$ cat config.mk
export PLATFORM = sky130hd
export DESIGN_NAME = cpu_execute
export DESIGN_NICKNAME = d
export VERILOG_FILES = /design/src/common/lc_isa_pkg.sv /design/src/common/lc_map_pkg.sv /design/src/cpu/cpu_execute.sv
export SDC_FILE = /design/constraint.sdc
export NUM_CORES = 1
export LEC_CHECK = 0
export BUFFER_PORTS_ARGS = -buffer_cell sky130_fd_sc_hd__clkbuf_2
export CORE_MARGIN = 2
export CORE_UTILIZATION = 45
export DETAILED_ROUTE_END_ITERATION = 8
export GPL_TIMING_DRIVEN = 0
export PLACE_DENSITY_LB_ADDON = 0.2
export SYNTH_ARGS = -nofsm -noshare
export SYNTH_HDL_FRONTEND = slang
export SYNTH_SLANG_ARGS = --single-unit
$ cat constraint.sdc
create_clock -name sysclk -period 3 [get_ports sysclk]
set_input_delay 0.45 -clock sysclk [delete_from_list [all_inputs] [get_ports sysclk]]
set_output_delay 0.45 -clock sysclk [all_outputs]
set_load 0.01 [all_outputs]
$ cat src/common/lc_isa_pkg.sv
package lc_isa_pkg;

    // instruction opcodes, upper nibble of every instruction word
    typedef enum logic [3:0] {
        ADD  = 4'h0,
        SUB  = 4'h1,
        AND  = 4'h2,
        OR   = 4'h3,
        XOR  = 4'h4,
        LI   = 4'h5,
        LUI  = 4'h6,
        LW   = 4'h7,
        SW   = 4'h8,
        JMP  = 4'h9,
        BNZ  = 4'hA,
        HALT = 4'hB
    } opcode_t;

    // 16 general purpose registers
    typedef logic [3:0] reg_idx_t;

    // three register operands
    typedef struct packed {
        opcode_t  opcode;
        reg_idx_t rd;
        reg_idx_t ra;
        reg_idx_t rb;
    } r_form_t;

    // destination plus 8-bit immediate
    typedef struct packed {
        opcode_t    opcode;
        reg_idx_t   rd;
        logic [7:0] imm8;
    } i_form_t;

    typedef union packed {
        r_form_t r_form;
        i_form_t i_form;
    } instr_u;

endpackage

$ cat src/common/lc_map_pkg.sv
package lc_map_pkg;

    // data and address word
    typedef logic [15:0] word_t;

    // LED register width
    localparam int LED_WIDTH = 10;

    // memory-mapped peripherals at the top of the data space
    localparam word_t ADDR_LED = 16'hFF00;
    localparam word_t ADDR_TX  = 16'hFF01;

    // everything below ADDR_LED is data RAM, wrapped at its depth

endpackage
$ cat src/cpu/cpu_execute.sv
`timescale 1ns/10ps

module cpu_execute import lc_isa_pkg::*, lc_map_pkg::*; (
    input  logic       sysclk,
    input  logic       sysrst,
    input  logic       exec_go,
    input  opcode_t    op,
    input  reg_idx_t   rd_idx,
    input  logic [7:0] imm8,
    input  word_t      opa,
    input  word_t      opb,
    output word_t      dmem_addr,
    output logic       dmem_we,
    output word_t      dmem_wdata,
    input  word_t      dmem_rdata,
    output logic       result_go,
    output logic       wb_en,
    output reg_idx_t   wb_idx,
    output word_t      wb_val,
    output logic       pc_load,
    output word_t      pc_target,
    output logic       halt_req
);
    word_t alu_res;
    logic  writes_rd;
    logic  taken;

    always_comb begin
        case (op)
            ADD:     alu_res = opa + opb;
            SUB:     alu_res = opa - opb;
            AND:     alu_res = opa & opb;
            OR:      alu_res = opa | opb;
            XOR:     alu_res = opa ^ opb;
            LI:      alu_res = {8'h00, imm8};
            // upper byte replaced, lower byte of rd kept
            LUI:     alu_res = {imm8, opb[7:0]};
            LW:      alu_res = dmem_rdata;
            default: alu_res = '0;
        endcase
    end

    assign writes_rd = op inside {ADD, SUB, AND, OR, XOR, LI, LUI, LW};
    assign taken     = (op == JMP) || (op == BNZ && opb != '0);

    // single memory access, address from ra, store data from rd
    assign dmem_addr  = opa;
    assign dmem_wdata = opb;
    assign dmem_we    = exec_go && op == SW;

    always_ff @(posedge sysclk) begin
        if (!sysrst) begin
            result_go <= 1'b0;
            wb_en     <= 1'b0;
            pc_load   <= 1'b0;
            halt_req  <= 1'b0;
        end else begin
            result_go <= exec_go;
            wb_en     <= exec_go && writes_rd;
            pc_load   <= exec_go && taken;
            halt_req  <= exec_go && op == HALT;
        end
    end

    always_ff @(posedge sysclk) begin
        if (exec_go) begin
            wb_idx    <= rd_idx;
            wb_val    <= alu_res;
            pc_target <= {8'h00, imm8};
        end
    end

endmodule

## Word-level counts from Yosys, hierarchy flattened

Cells that the tools add are included.

- Bits in registers: 32
- Output and inout bits: 73
- Logic and storage cells: 33

- $add $sub $neg: 2
- Equality and inequality tests: 11
- Muxes and demuxes: 1
- Bitwise logic cells: 3
- Reductions and logical operators: 9

Operators with widths:

| operator | count |
|---|---|
| $pmux 16 s8 | 1 |
| $add 16x16->16 | 1 |
| $and 16x16->16 | 1 |
| $eq 4x3->1 const B | 4 |
| $eq 4x4->1 const B | 4 |
| $or 16x16->16 | 1 |
| $reduce_bool 16->1 | 1 |
| $sub 16x16->16 | 1 |
| $xor 16x16->16 | 1 |
| $eq 4x2->1 const B | 2 |
| $reduce_bool 8->1 | 1 |
| $logic_and 1x1->1 | 5 |
| $eq 4x1->1 const B | 1 |
| $logic_not 4->1 | 1 |
| $logic_or 1x1->1 | 1 |

## Longest topological paths before layout

Gate-level depths: netlist (run 1).

- Depth after elaboration: 4
- Gate-level depth with buffers: 13
- Depth with buffers taken out: 13

## Worst setup path before layout (run 1)

Ideal clock, no wire load.

- Kind: input to register
- Start point: input port op[1]
- End point: register wb_val[12], data pin
- Data arrival time: 2.646 ns
- Path slack: 0.080 ns
- Cell stages on the path: 11
- Buffers on the path: 0
- Cells stage by stage: nand2b_1 -> or3_1 -> o21ai_0 -> xnor2_1 -> ha_1 -> and3_1 -> a221oi_2 -> o211ai_1 -> a31oi_1 -> xor2_1 -> o211ai_1

- Cells in the longest elaborated chain, start to end: 2
- Elaborated cells on any way between the ends: 9

Ends and longest elaborated chain:

| element | RTL line | RTL |
|---|---|---|
| from (decl) | cpu_execute.sv:7 | `input opcode_t op,` |
| $eq 4x3->1, or another cell as far along | cpu_execute.sv:29 | `case (op)` |
| $pmux 16 s8 (*) | cpu_execute.sv:29 |  |
| net alu_res[12] | cpu_execute.sv:24 | `word_t alu_res;` |
| to (signal assigned) | cpu_execute.sv:68 | `wb_val <= alu_res;` |
| to (decl) | cpu_execute.sv:19 | `output word_t wb_val,` |

The timed path passes the listed nets; every way through them passes the cells marked *.
A chain may end at the register's enable or synchronous reset.

## Final worst setup path (run 1)

- Start point: input port op[1]
- End point: register wb_val[13], data pin

Same word-level chain as after synthesis.

==> reports/results.ini, run 1 <==
[run_status]
run_status = complete, but fails checks
failed_checks = setup timing

[floorplanning]
design.die.area_mm2 = 0.00831
design.portCount = 140
die_height_um = 91.2
fp.coreArea_mm2 = 0.00729
placement_rows = 31
die-width_um = 91.2
initial_core_utilization_pct = 46.9

[timing]
timing.final.max_slew_violations = 0
worst_slew_margin_rel_pct = 54.3
grt_setup_unrepaired = yes
setup_slack_ns = -0.0390
final_min_period_over_clock_period_pct = 101
timing_hold_violations_final = 0
timing.final.crit_period_ns = 3.04
finalSetupViolations = 2
worst_pin_slew_ns = 0.679
fin_setup_tns_ns = -0.0395
achievable-frequency_mhz = 329

[power]
power.density_cell_area_mw_per_mm2 = 333
irDropWorstVdd_v = 0.000169
leakage_uw = 0.00235
netSwitchingFraction_pct = 34.2
power_switching_uw = 539
comb_power_share_pct = 44.6
totalPowerFinal_uw = 1580
sequential_power_share_pct = 34.5
clock_power_share_pct = 21.0
power.internal_uw = 1040

[layout]
layout_commonest_cell = clkbuf_2
final-seq-area_um2 = 921
filler_cell_count = 629
fraction_of_final_layout_cells_with_drive_strength_greater_than_1_pct = 45.3
multiInputGateArea_mm2 = 0.00224
nets = 651
syn_to_final_growth_pct = 38.4
insertedDiodeCount = 0
layout.cells.most_common_list = 123 x clkbuf_2, 60 x buf_4, 44 x ha_1, 33 x inv_1, 28 x edfxtp_1

[setup_path]
worst_ep_arrival_time_ns = 3.04
worstPathBufferInverterCount = 2
worst-setup-path-type = input pin to flop
critPathTopFamily = compound AO/OA/AOI/OAI gates
critical_path.max_stage_delay_ns = 0.44
critPathRequiredTime_ns = 3.00
cp-endpoint = wb_val[13]$_DFFE_PP_
critical_path.endpoint_type = flop
worst-path-max-fanout = 4
timing.critical_path.slowest_stage_cell = or3_4
worst_setup_path_start_kind = input pin
crit_cells = 13
crit_path_start = op[1]
worstPathCellList = clkbuf_16 > nand2b_4 > or3_4 > o21ai_2 > xnor2_1 > ha_1 > buf_4 > o21a_1 > nor2_1 > a21oi_1 > a31oi_1 > mux2i_1 > o211ai_1

[logic_synthesis]
synth_largest_type_area_fraction_pct = 24.6
seq_area_frac_synth_pct = 26.9
post-synth-top-area-cell = edfxtp_1
yosys_most_used_dff = edfxtp_1
mappedNetlistArea_mm2 = 0.00342
async_reset_ff_share_pct = 0
synth_warnings = 0
postSynthRegisterBits = 32
synth.area.top_cells = edfxtp_1 25%, ha_1 18%, buf_4 8.8%, xnor2_1 4.4%, inv_1 3.8%
post_synthesis_cells = 368
synth_edf_count = 28
per_instance_average_area_after_synthesis_um2 = 9.30
synth_cell_type_count = 50

[drt]
via_per_inst = 5.47
initialDrtViolationCount = 379
wl_um = 11000
ant_nets = 0
first_pass_iters = 5
routed_wire_length_per_instance_um = 17.3
routed-via-count = 3476
remaining_drc_errors = 0

[global_route]
globalRoute.totalOverflow = 0
wire_length_of_the_first_global_routing_pass_um = 16200
first_global_vias = 3134
grt_start_max_net_pins = 31
gr-usage-all-layers_pct = 24.4
antenna_found_initial = 0

[flow_run]
timing.max_cap.violations = 0

[clock_network]
max-clock-path-buffers = 2
ctsRootBufferMaster = clkbuf_8
path_clk_slew_ns = 0.06
cts_max_level = 2
number_of_buffers_added_by_the_clock_tree_synthesis_step = 5
tritoncts_clock_tree = done
cts_sinks = 32

[worst_hold_path]
min_path_type = input pin to flop

[place]
routabilityCongestion = 0.934
io_buffers = 130
dpl.hpwl_um = 8280
pre_cts_ws_ns = -0.582

-- power by group through the flow --
stage | registers, uW | clock network (uW) | logic, uW
floorplan | 575 | 0 | 336
detailed placement | 553 | 0 | 590
finish | 543 | 330 | 702
CTS | 544 | 335 | 619
global placement | 551 | 0 | 573
global route | 546 | 353 | 752
-- logic make-up after synthesis --
logic type               synth area share [%]
buffers and inverters                    13.7
XOR/XNOR                                 7.39
other                                   0.110
AO/OA/AOI/OAI                            21.0
adder cells (fa/ha/maj)                  18.1
multiplexers                            0.914
AND/OR/NAND/NOR                          11.8
flip-flops                               26.9
-- worst min path at each step --
stage,startpoint,to,slack (ns),cells after the start
after floorplan,imm8[0],pc_target[0]$_DFFE_PP_,0.55,0
after global placement,rd_idx[0],wb_idx[0]$_DFFE_PP_,0.63,1
after detailed placement,rd_idx[1],wb_idx[1]$_DFFE_PP_,0.63,1
after CTS,rd_idx[1],wb_idx[1]$_DFFE_PP_,0.34,1
after global routing,rd_idx[1],wb_idx[1]$_DFFE_PP_,0.34,1
final,rd_idx[1],wb_idx[1]$_DFFE_PP_,0.35,1
-- repair_timing --
action,in CTS,in global routing
setup buffers,7,17
resized for setup,16,51
endpoints found under the setup margin,9,6
pin swaps,10,38
hold buffers,0,0
-- Yosys cell counts, drive strengths merged, types with 8 or more instances --
cell type,instances
nor2,24
a21oi,13
edfxtp,28
nand2,12
buf,46
xor2,10
o211ai,14
ha,48
a221oi,15
a22oi,13
xnor2,18
inv,35
a31oi,8
o21ai,14
-- through the flow --
step / area (um2) / hold WS [ns] / utilization (%) / std cells
floorplan: 3450 / 0.549 / - / 375
global placement: 4220 / 0.632 / 57.9 / 604
detailed placement: 4220 / 0.632 / 57.9 / 604
CTS: 4450 / 0.344 / 61.0 / 619
global route: 4740 / 0.341 / 64.9 / 635
finish: 4740 / 0.354 / 64.9 / 635
-- layout make-up --
class	count	share of cell area, %
multi-input combinational	260	47.3
sequential	32	19.4
tap	99	2.62
buffer	48	7.13
timing repair buffer	153	18.8
inverter	35	2.77
clock buffer	8	1.90
-- registers in the layout, indices dropped and copies added, names as in the netlist --
| register | cells |
|---|---|
| halt_req | 1 |
| pc_load | 1 |
| pc_target | 8 |
| result_go | 1 |
| wb_en | 1 |
| wb_idx | 4 |
| wb_val | 16 |
-- layer usage --
metal,vias to the layer above,GRT usage [%],part of all wire [%]
met5,-,0,0
met2,221,41.4,47
met1,1590,33.3,43
li1,1645,-,-
met3,20,2.66,8.8
met4,0,6.06,1.8
Power figures use the tool's default switching activity.
==> run 2: changes to the inputs <==
--- a/config.mk
+++ b/config.mk
@@ -5,9 +5,10 @@
 export SDC_FILE = /design/constraint.sdc
 export NUM_CORES = 1
 export LEC_CHECK = 0
+export ABC_AREA = 1
 export BUFFER_PORTS_ARGS = -buffer_cell sky130_fd_sc_hd__clkbuf_2
 export CORE_MARGIN = 2
-export CORE_UTILIZATION = 45
+export CORE_UTILIZATION = 46
 export DETAILED_ROUTE_END_ITERATION = 8
 export GPL_TIMING_DRIVEN = 0
 export PLACE_DENSITY_LB_ADDON = 0.2
==> run 2 against run 1 <==
Total power shrank 3.3%. Critical path type unchanged. Final area shrank 1.8%. First-iteration DRC count shrank 32%. Clock power grew 20%. Fmax grew 7.2%. Synthesized area grew 8.6%. Sequential share of layout area grew 0.36 points. Worst hold slack lost 0.0014 ns. The flow now finishes without violations. Core utilization shrank 5.1 points. Flip-flop and latch count is the same. Critical path depth grew 3.
==> reports/results.ini, run 2 <==
[timing]
timing_hold_violations_final = 0  ; unchanged
fin_setup_tns_ns = 0  ; +0.0395 ns
worst_slew_margin_rel_pct = 53.8  ; -0.49 points
timing.final.crit_period_ns = 2.83  ; -0.204 ns
timing.final.max_slew_violations = 0  ; unchanged
achievable-frequency_mhz = 353  ; +7.2%
final_min_period_over_clock_period_pct = 94.5  ; -6.8 points
worst_pin_slew_ns = 0.693  ; +0.0137 ns
finalSetupViolations = 0  ; -2
grt_setup_unrepaired = no

[logic_synthesis]
async_reset_ff_share_pct = 0  ; unchanged
yosys_most_used_dff = edfxtp_1
synth.area.top_cells = edfxtp_1 23%, ha_1 16%, nand2_1 11%, buf_4 8.5%, inv_1 6.8%
synth_cell_type_count = 41  ; -18%
seq_area_frac_synth_pct = 24.8  ; -2.1 points
per_instance_average_area_after_synthesis_um2 = 7.42  ; -20%
mappedNetlistArea_mm2 = 0.00372  ; +8.6%
synth_warnings = 0  ; unchanged
synth_common_cells = 106 x nand2_1, 67 x inv_1, 48 x ha_1
synth_edf_count = 28  ; unchanged
post-synth-top-area-cell = edfxtp_1
post_synthesis_cells = 501  ; +36%
synth_largest_type_area_fraction_pct = 22.6  ; -2.0 points
synth_most_common_cell = nand2_1
postSynthRegisterBits = 32  ; unchanged

[drt]
via_per_inst = 5.07  ; -7.3%
first_pass_iters = 6  ; +1
wl_um = 10500  ; -3.9%
routed_wire_length_per_instance_um = 14.0  ; -19%
initialDrtViolationCount = 258  ; -32%
remaining_drc_errors = 0  ; unchanged
ant_nets = 0  ; unchanged
routed-via-count = 3804  ; +9.4%

[setup_path]
worstPathBufferInverterCount = 4  ; +2
critical_path.endpoint_type = flop
worst_ep_arrival_time_ns = 2.85  ; -0.19 ns
critical_path.most_common_cell = nand2_1
worst-setup-path-type = input pin to flop
critical_path.max_stage_delay_ns = 0.33  ; -0.11 ns
worst-path-max-fanout = 5  ; +1
critPathTopFamily = simple AND/OR/NAND/NOR gates
critPathRequiredTime_ns = 3.02  ; +0.02 ns
worstPathCellList = clkbuf_2 > inv_1 > ha_1 > nand3_2 > o31ai_2 > xor2_1 > inv_1 > ha_1 > nand2_1 > inv_1 > a21oi_1 > nand2_1 > a21oi_1 > nand2_1 > nand3_1 > nand2_1
worst_setup_path_start_kind = input pin
timing.critical_path.slowest_stage_cell = ha_1

[place]
routabilityCongestion = 0.914  ; -2.2%
io_buffers = 131  ; +0.77%
placement.cell_area_mm2 = 0.00453  ; +7.2%
dpl.hpwl_um = 8710  ; +5.2%

[flow_run]
timing.max_cap.violations = 0  ; unchanged

[power]
power.density_cell_area_mw_per_mm2 = 328  ; -1.5%
leakage_uw = 0.00257  ; +9.8%
irDropWorstVdd_v = 0.000286  ; +69%

[floorplanning]
initial_core_utilization_pct = 47.8  ; +0.93 points
design.die.area_mm2 = 0.00881  ; +6.0%
die_height_um = 93.9  ; +3.0%
design.portCount = 140  ; unchanged
fp.coreArea_mm2 = 0.00777  ; +6.5%
die-width_um = 93.9  ; +3.0%
placement_rows = 32  ; +3.2%

[clock_network]
path_clk_slew_ns = 0.06  ; about the same
tritoncts_clock_tree = done
ctsRootBufferMaster = clkbuf_8
max-clock-path-buffers = 2  ; unchanged
cts_max_level = 2  ; unchanged
ctsHoldBuffers = 0  ; unchanged
cts_sinks = 32  ; unchanged
number_of_buffers_added_by_the_clock_tree_synthesis_step = 5  ; unchanged

[layout]
filler_cell_count = 733  ; +17%
syn_to_final_growth_pct = 25.1
top_register = wb_val
biggestRegsByFlops = wb_val (16), pc_target (8), wb_idx (4)
finalInstanceArea_mm2 = 0.00465  ; -1.8%
layout.cells.most_common_list = 131 x clkbuf_2, 106 x nand2_1, 67 x inv_1, 48 x ha_1, 43 x buf_4
nets = 763  ; +17%
largest_reg_flops = 16  ; unchanged
finalCoreUtilization_pct = 59.9  ; -5.1 points
layout_commonest_cell = clkbuf_2
fraction_of_final_layout_cells_with_drive_strength_greater_than_1_pct = 32.9  ; -12 points
insertedDiodeCount = 0  ; unchanged

[worst_hold_path]
min_path_type = input pin to flop

[global_route]
groute.layer.met2.usage_pct = 38.2  ; -3.1 points
wire_length_of_the_first_global_routing_pass_um = 16300  ; +1.1%
globalRoute.totalOverflow = 0  ; unchanged
first_global_vias = 3387  ; +8.1%
grt_use_met1_pct = 33.3  ; -0.050 points
met3_capacity_usage_during_global_routing_pct = 1.93  ; -0.73 points
grt-busiest-layer = met2
antenna_found_initial = 0  ; unchanged
gr-usage-all-layers_pct = 23.7  ; -0.74 points
grt_start_max_net_pins = 31  ; unchanged

[run_status]
run_status = finished clean

run 2: cell count changes in the layout (fill, tap and decap cells not counted), moves of 13 or more:
cell / change
xnor2_1: -16
inv_1: +34
a22oi_1: -13
buf_4: -17
o21ai_0: +27
nand2_1: +94
nand3_1: +37
run 2: layer usage:
metal / wire length [um] / vias up
met5: 0 / -
met4: 245 / 0
met3: 850 / 18
met1: 4610 / 1691
met2: 4820 / 181
li1: - / 1914
run 2: final timing paths:
kind                      start              endpoint  cells after the start
worst max-delay path     opb[0]  wb_val[11]$_DFFE_PP_                     16
worst min-delay path  rd_idx[0]   wb_idx[0]$_DFFE_PP_                      1
run 2: cells by family (layout without fill, tap and decap cells):
family / after synthesis / in the layout / synth area share, %
AOI/OAI and AO/OA: 75 / 75 / 12.4
xor gates and xnor gates: 14 / 14 / 3.30
adders and majority gates: 49 / 49 / 16.7
buffers and inverters: 122 / 262 / 17.8
DFF: 32 / 32 / 24.8
other: 1 / 8 / 0.101
and+or+nand+nor: 208 / 208 / 24.9
run 2: layout make-up:
cell class              count  area, um2  area share [%]
clock buffers               6       72.6            1.56
multi-input cells         354       2170            46.6
plain buffers              49        388            8.34
flip-flops and latches     32        921            19.8
well taps                 102        128            2.74
repair buffers            132        663            14.3
inverters                  73        274            5.89
clock inverters             2       35.0           0.753
run 2: per-stage QoR:
stage,instances,setup WS [ns],hold WS [ns],total power [uW]
after detailed placement,741,-0.0552,0.639,1130
after global placement,741,-0.0627,0.631,1110
after floorplan,508,0.463,0.522,913
after global routing,750,0.0132,0.340,1620
final,750,0.165,0.352,1520
after CTS,749,0.230,0.343,1530
run 2: what timing repair did:
action | 4_1_cts | 5_1_grt
endpoints found under the setup margin | 0 | 1
setup buffers | 0 | 1
gates resized for setup | 0 | 2
run 2: power breakdown:
group          switching, uW  internal [uW]  leakage (uW)
registers               9.84            531      0.000304
clock network            149            246     0.0000552
logic                    349            239       0.00222
==> run 3: changes to the inputs <==
==> constraint.sdc (replaced) <==
create_clock -name sysclk -period 2.3 [get_ports sysclk]
set_input_delay 0.345 -clock sysclk [delete_from_list [all_inputs] [get_ports sysclk]]
set_output_delay 0.345 -clock sysclk [all_outputs]
set_load 0.01 [all_outputs]
==> run 3 against run 2 <==
The run now ends with setup timing left. Sequential share of layout area is 2.4 points lower. Combinational power rose by 68%. Wire length up 9.4%. Global-route usage grew 1.2 points. Non-clock buffer count is 31 higher. Sequential power grew 30%. First-iteration DRC count is 8.5% lower. Flip-flop and latch count unchanged. Critical path depth increased by 1. Worst hold slack got worse by 0.11 ns. Largest cell class unchanged. Count of clock-buffer cells in the layout rose by 1.
==> reports/results.ini, run 3 (same netlist as run 2, synthesis figures left out) <==
[run_status]
run_status = complete, but fails checks
failed_checks = setup timing

[layout]
finalInstanceArea_mm2 = 0.00529  ; +14%
filler_cell_count = 655  ; -11%
finalCoreUtilization_pct = 68.1  ; +8.2 points
biggestRegsByFlops = wb_val (16), pc_target (8), wb_idx (4)
insertedDiodeCount = 0  ; unchanged
top_register = wb_val
multiInputGateArea_mm2 = 0.00249  ; +15%
largest_reg_flops = 16  ; unchanged
final-seq-area_um2 = 921  ; unchanged
layout.cells.most_common_list = 123 x clkbuf_2, 87 x nand2_1, 72 x buf_4, 56 x inv_1, 42 x ha_1
fraction_of_final_layout_cells_with_drive_strength_greater_than_1_pct = 46.2  ; +13 points
layout_commonest_cell = clkbuf_2
syn_to_final_growth_pct = 42.3
nets = 794  ; +4.1%

[worst_hold_path]
worst_hold_startpoint = rd_idx[3]
min_path_type = input pin to flop
worst_hold_path.num_cells = 1  ; unchanged
worstHoldEndpoint = wb_idx[3]$_DFFE_PP_

[global_route]
wire_length_of_the_first_global_routing_pass_um = 17200  ; +5.5%
gr-usage-all-layers_pct = 24.9  ; +1.2 points
antenna_found_initial = 0  ; unchanged
globalRoute.totalOverflow = 0  ; unchanged
first_global_vias = 3506  ; +3.5%
grt_start_max_net_pins = 31  ; unchanged

[drt]
remaining_drc_errors = 0  ; unchanged
first_pass_iters = 5  ; -1
routed_wire_length_per_instance_um = 14.7  ; +5.0%
initialDrtViolationCount = 236  ; -8.5%
routed-via-count = 3943  ; +3.7%
wl_um = 11500  ; +9.4%
via_per_inst = 5.05  ; -0.46%
ant_nets = 0  ; unchanged

[floorplanning]
design.die.area_mm2 = 0.00881  ; unchanged
die_height_um = 93.9  ; unchanged
placement_rows = 32  ; unchanged
die-width_um = 93.9  ; unchanged
fp.coreArea_mm2 = 0.00777  ; unchanged
initial_core_utilization_pct = 47.8  ; unchanged
design.portCount = 140  ; unchanged

[place]
routabilityCongestion = 0.909  ; -0.48%
io_buffers = 131  ; unchanged
placement.cell_area_mm2 = 0.00457  ; +0.94%
dpl.hpwl_um = 8840  ; +1.5%

[clock_network]
tritoncts_clock_tree = done
path_clk_slew_ns = 0.06  ; about the same
number_of_buffers_added_by_the_clock_tree_synthesis_step = 5  ; unchanged
cts_max_level = 2  ; unchanged
ctsHoldBuffers = 0  ; unchanged
ctsRootBufferMaster = clkbuf_8
max-clock-path-buffers = 2  ; unchanged
cts_sinks = 32  ; unchanged

[timing]
worst_slew_margin_rel_pct = 52.5  ; -1.3 points
timing.final.crit_period_ns = 2.39
grt_setup_unrepaired = yes
worst_pin_slew_ns = 0.712  ; +0.0194 ns
achievable-frequency_mhz = 419
setup_slack_ns = -0.0895  ; -0.255 ns
finalSetupViolations = 6  ; +6
timing_hold_violations_final = 0  ; unchanged
timing.final.max_slew_violations = 0  ; unchanged
final_min_period_over_clock_period_pct = 104

[setup_path]
worstPathBufferInverterCount = 3  ; -1
worst_ep_arrival_time_ns = 2.42  ; -0.43 ns
critical_path.max_stage_delay_ns = 0.29  ; -0.04 ns
critPathRequiredTime_ns = 2.33  ; -0.69 ns
critPathTopFamily = simple AND/OR/NAND/NOR gates
worst_setup_path_start_kind = input pin
worst-setup-path-type = input pin to flop
critical_path.endpoint_type = flop
worstPathCellList = clkbuf_16 > clkinv_8 > ha_4 > nand3_4 > nor2_4 > nand4_1 > o21ai_1 > xor2_1 > ha_1 > nand2_2 > inv_2 > a21oi_2 > nand2_1 > a21oi_2 > nand3_1 > nand3_2 > nand2_1
timing.critical_path.slowest_stage_cell = ha_1
worst-path-max-fanout = 3  ; -2

[power]
sequential_power_share_pct = 33.8  ; -1.7 points
power.internal_uw = 1340  ; +32%
power_switching_uw = 752  ; +48%
irDropWorstVdd_v = 0.000251  ; -12%
power.density_cell_area_mw_per_mm2 = 395  ; +21%
comb_power_share_pct = 47.3  ; +8.7 points
netSwitchingFraction_pct = 36.0  ; +2.7 points
leakage_uw = 0.00279  ; +8.2%
clock_power_share_pct = 18.9  ; -7.0 points

[flow_run]
timing.max_cap.violations = 0  ; unchanged

-- run 3: metrics by stage --
step	total power (uW)	setup TNS, ns	worst slack (ns)	instances	hold WS (ns)
after global routing	2220	-1.31	-0.192	781	0.237
after global placement	1480	-5.20	-0.529	741	0.527
final	2090	-0.178	-0.0895	781	0.245
after floorplan	1200	0	0.00194	508	0.417
after detailed placement	1490	-5.64	-0.560	741	0.524
after CTS	1980	-0.311	-0.0894	766	0.235
-- run 3: per-layer routing --
metal	part of all wire (%)	up-vias	GRT usage, %
li1	-	1969	-
met1	44	1772	35.2
met2	47	181	40.5
met3	7.3	21	1.77
met4	2.0	0	7.61
met5	0	-	0
-- run 3: layout make-up --
cell class              count  area share, %
well taps                 102           2.41
flip-flops and latches     32           17.4
repair buffers            163           18.3
plain buffers              49           7.40
clock buffers               7           1.44
clock inverters             1         0.0710
multi-input cells         354           47.1
inverters                  73           5.80
-- run 3: how the worst max path moves through the flow --
stage	cells after the start	endpoint	startpoint	slack, ns
2_1_floorplan	16	wb_val[15]$_DFFE_PP_	opb[0]	0.002
3_3_place_gp	17	wb_val[15]$_DFFE_PP_	opb[0]	-0.53
3_5_place_dp	17	wb_val[15]$_DFFE_PP_	opb[0]	-0.56
4_1_cts	17	wb_val[15]$_DFFE_PP_	opb[0]	-0.09
5_1_grt	16	wb_val[15]$_DFFE_PP_	opb[7]	-0.19
6_report	17	wb_val[15]$_DFFE_PP_	opb[0]	-0.09
-- run 3: repair_timing --
| item | in CTS | in global routing |
|---|---|---|
| pin swaps | 26 | 41 |
| setup buffers | 17 | 14 |
| setup endpoints to repair | 12 | 14 |
| cloned | 0 | 1 |
| gates resized for setup | 40 | 75 |
-- run 3: power by group through the flow --
stage	combinational [uW]	sequential [uW]	clock, uW
global route	1080	712	426
CTS	862	706	409
floorplan	455	747	0
finish	987	706	395
detailed placement	772	719	0
global placement	758	717	0
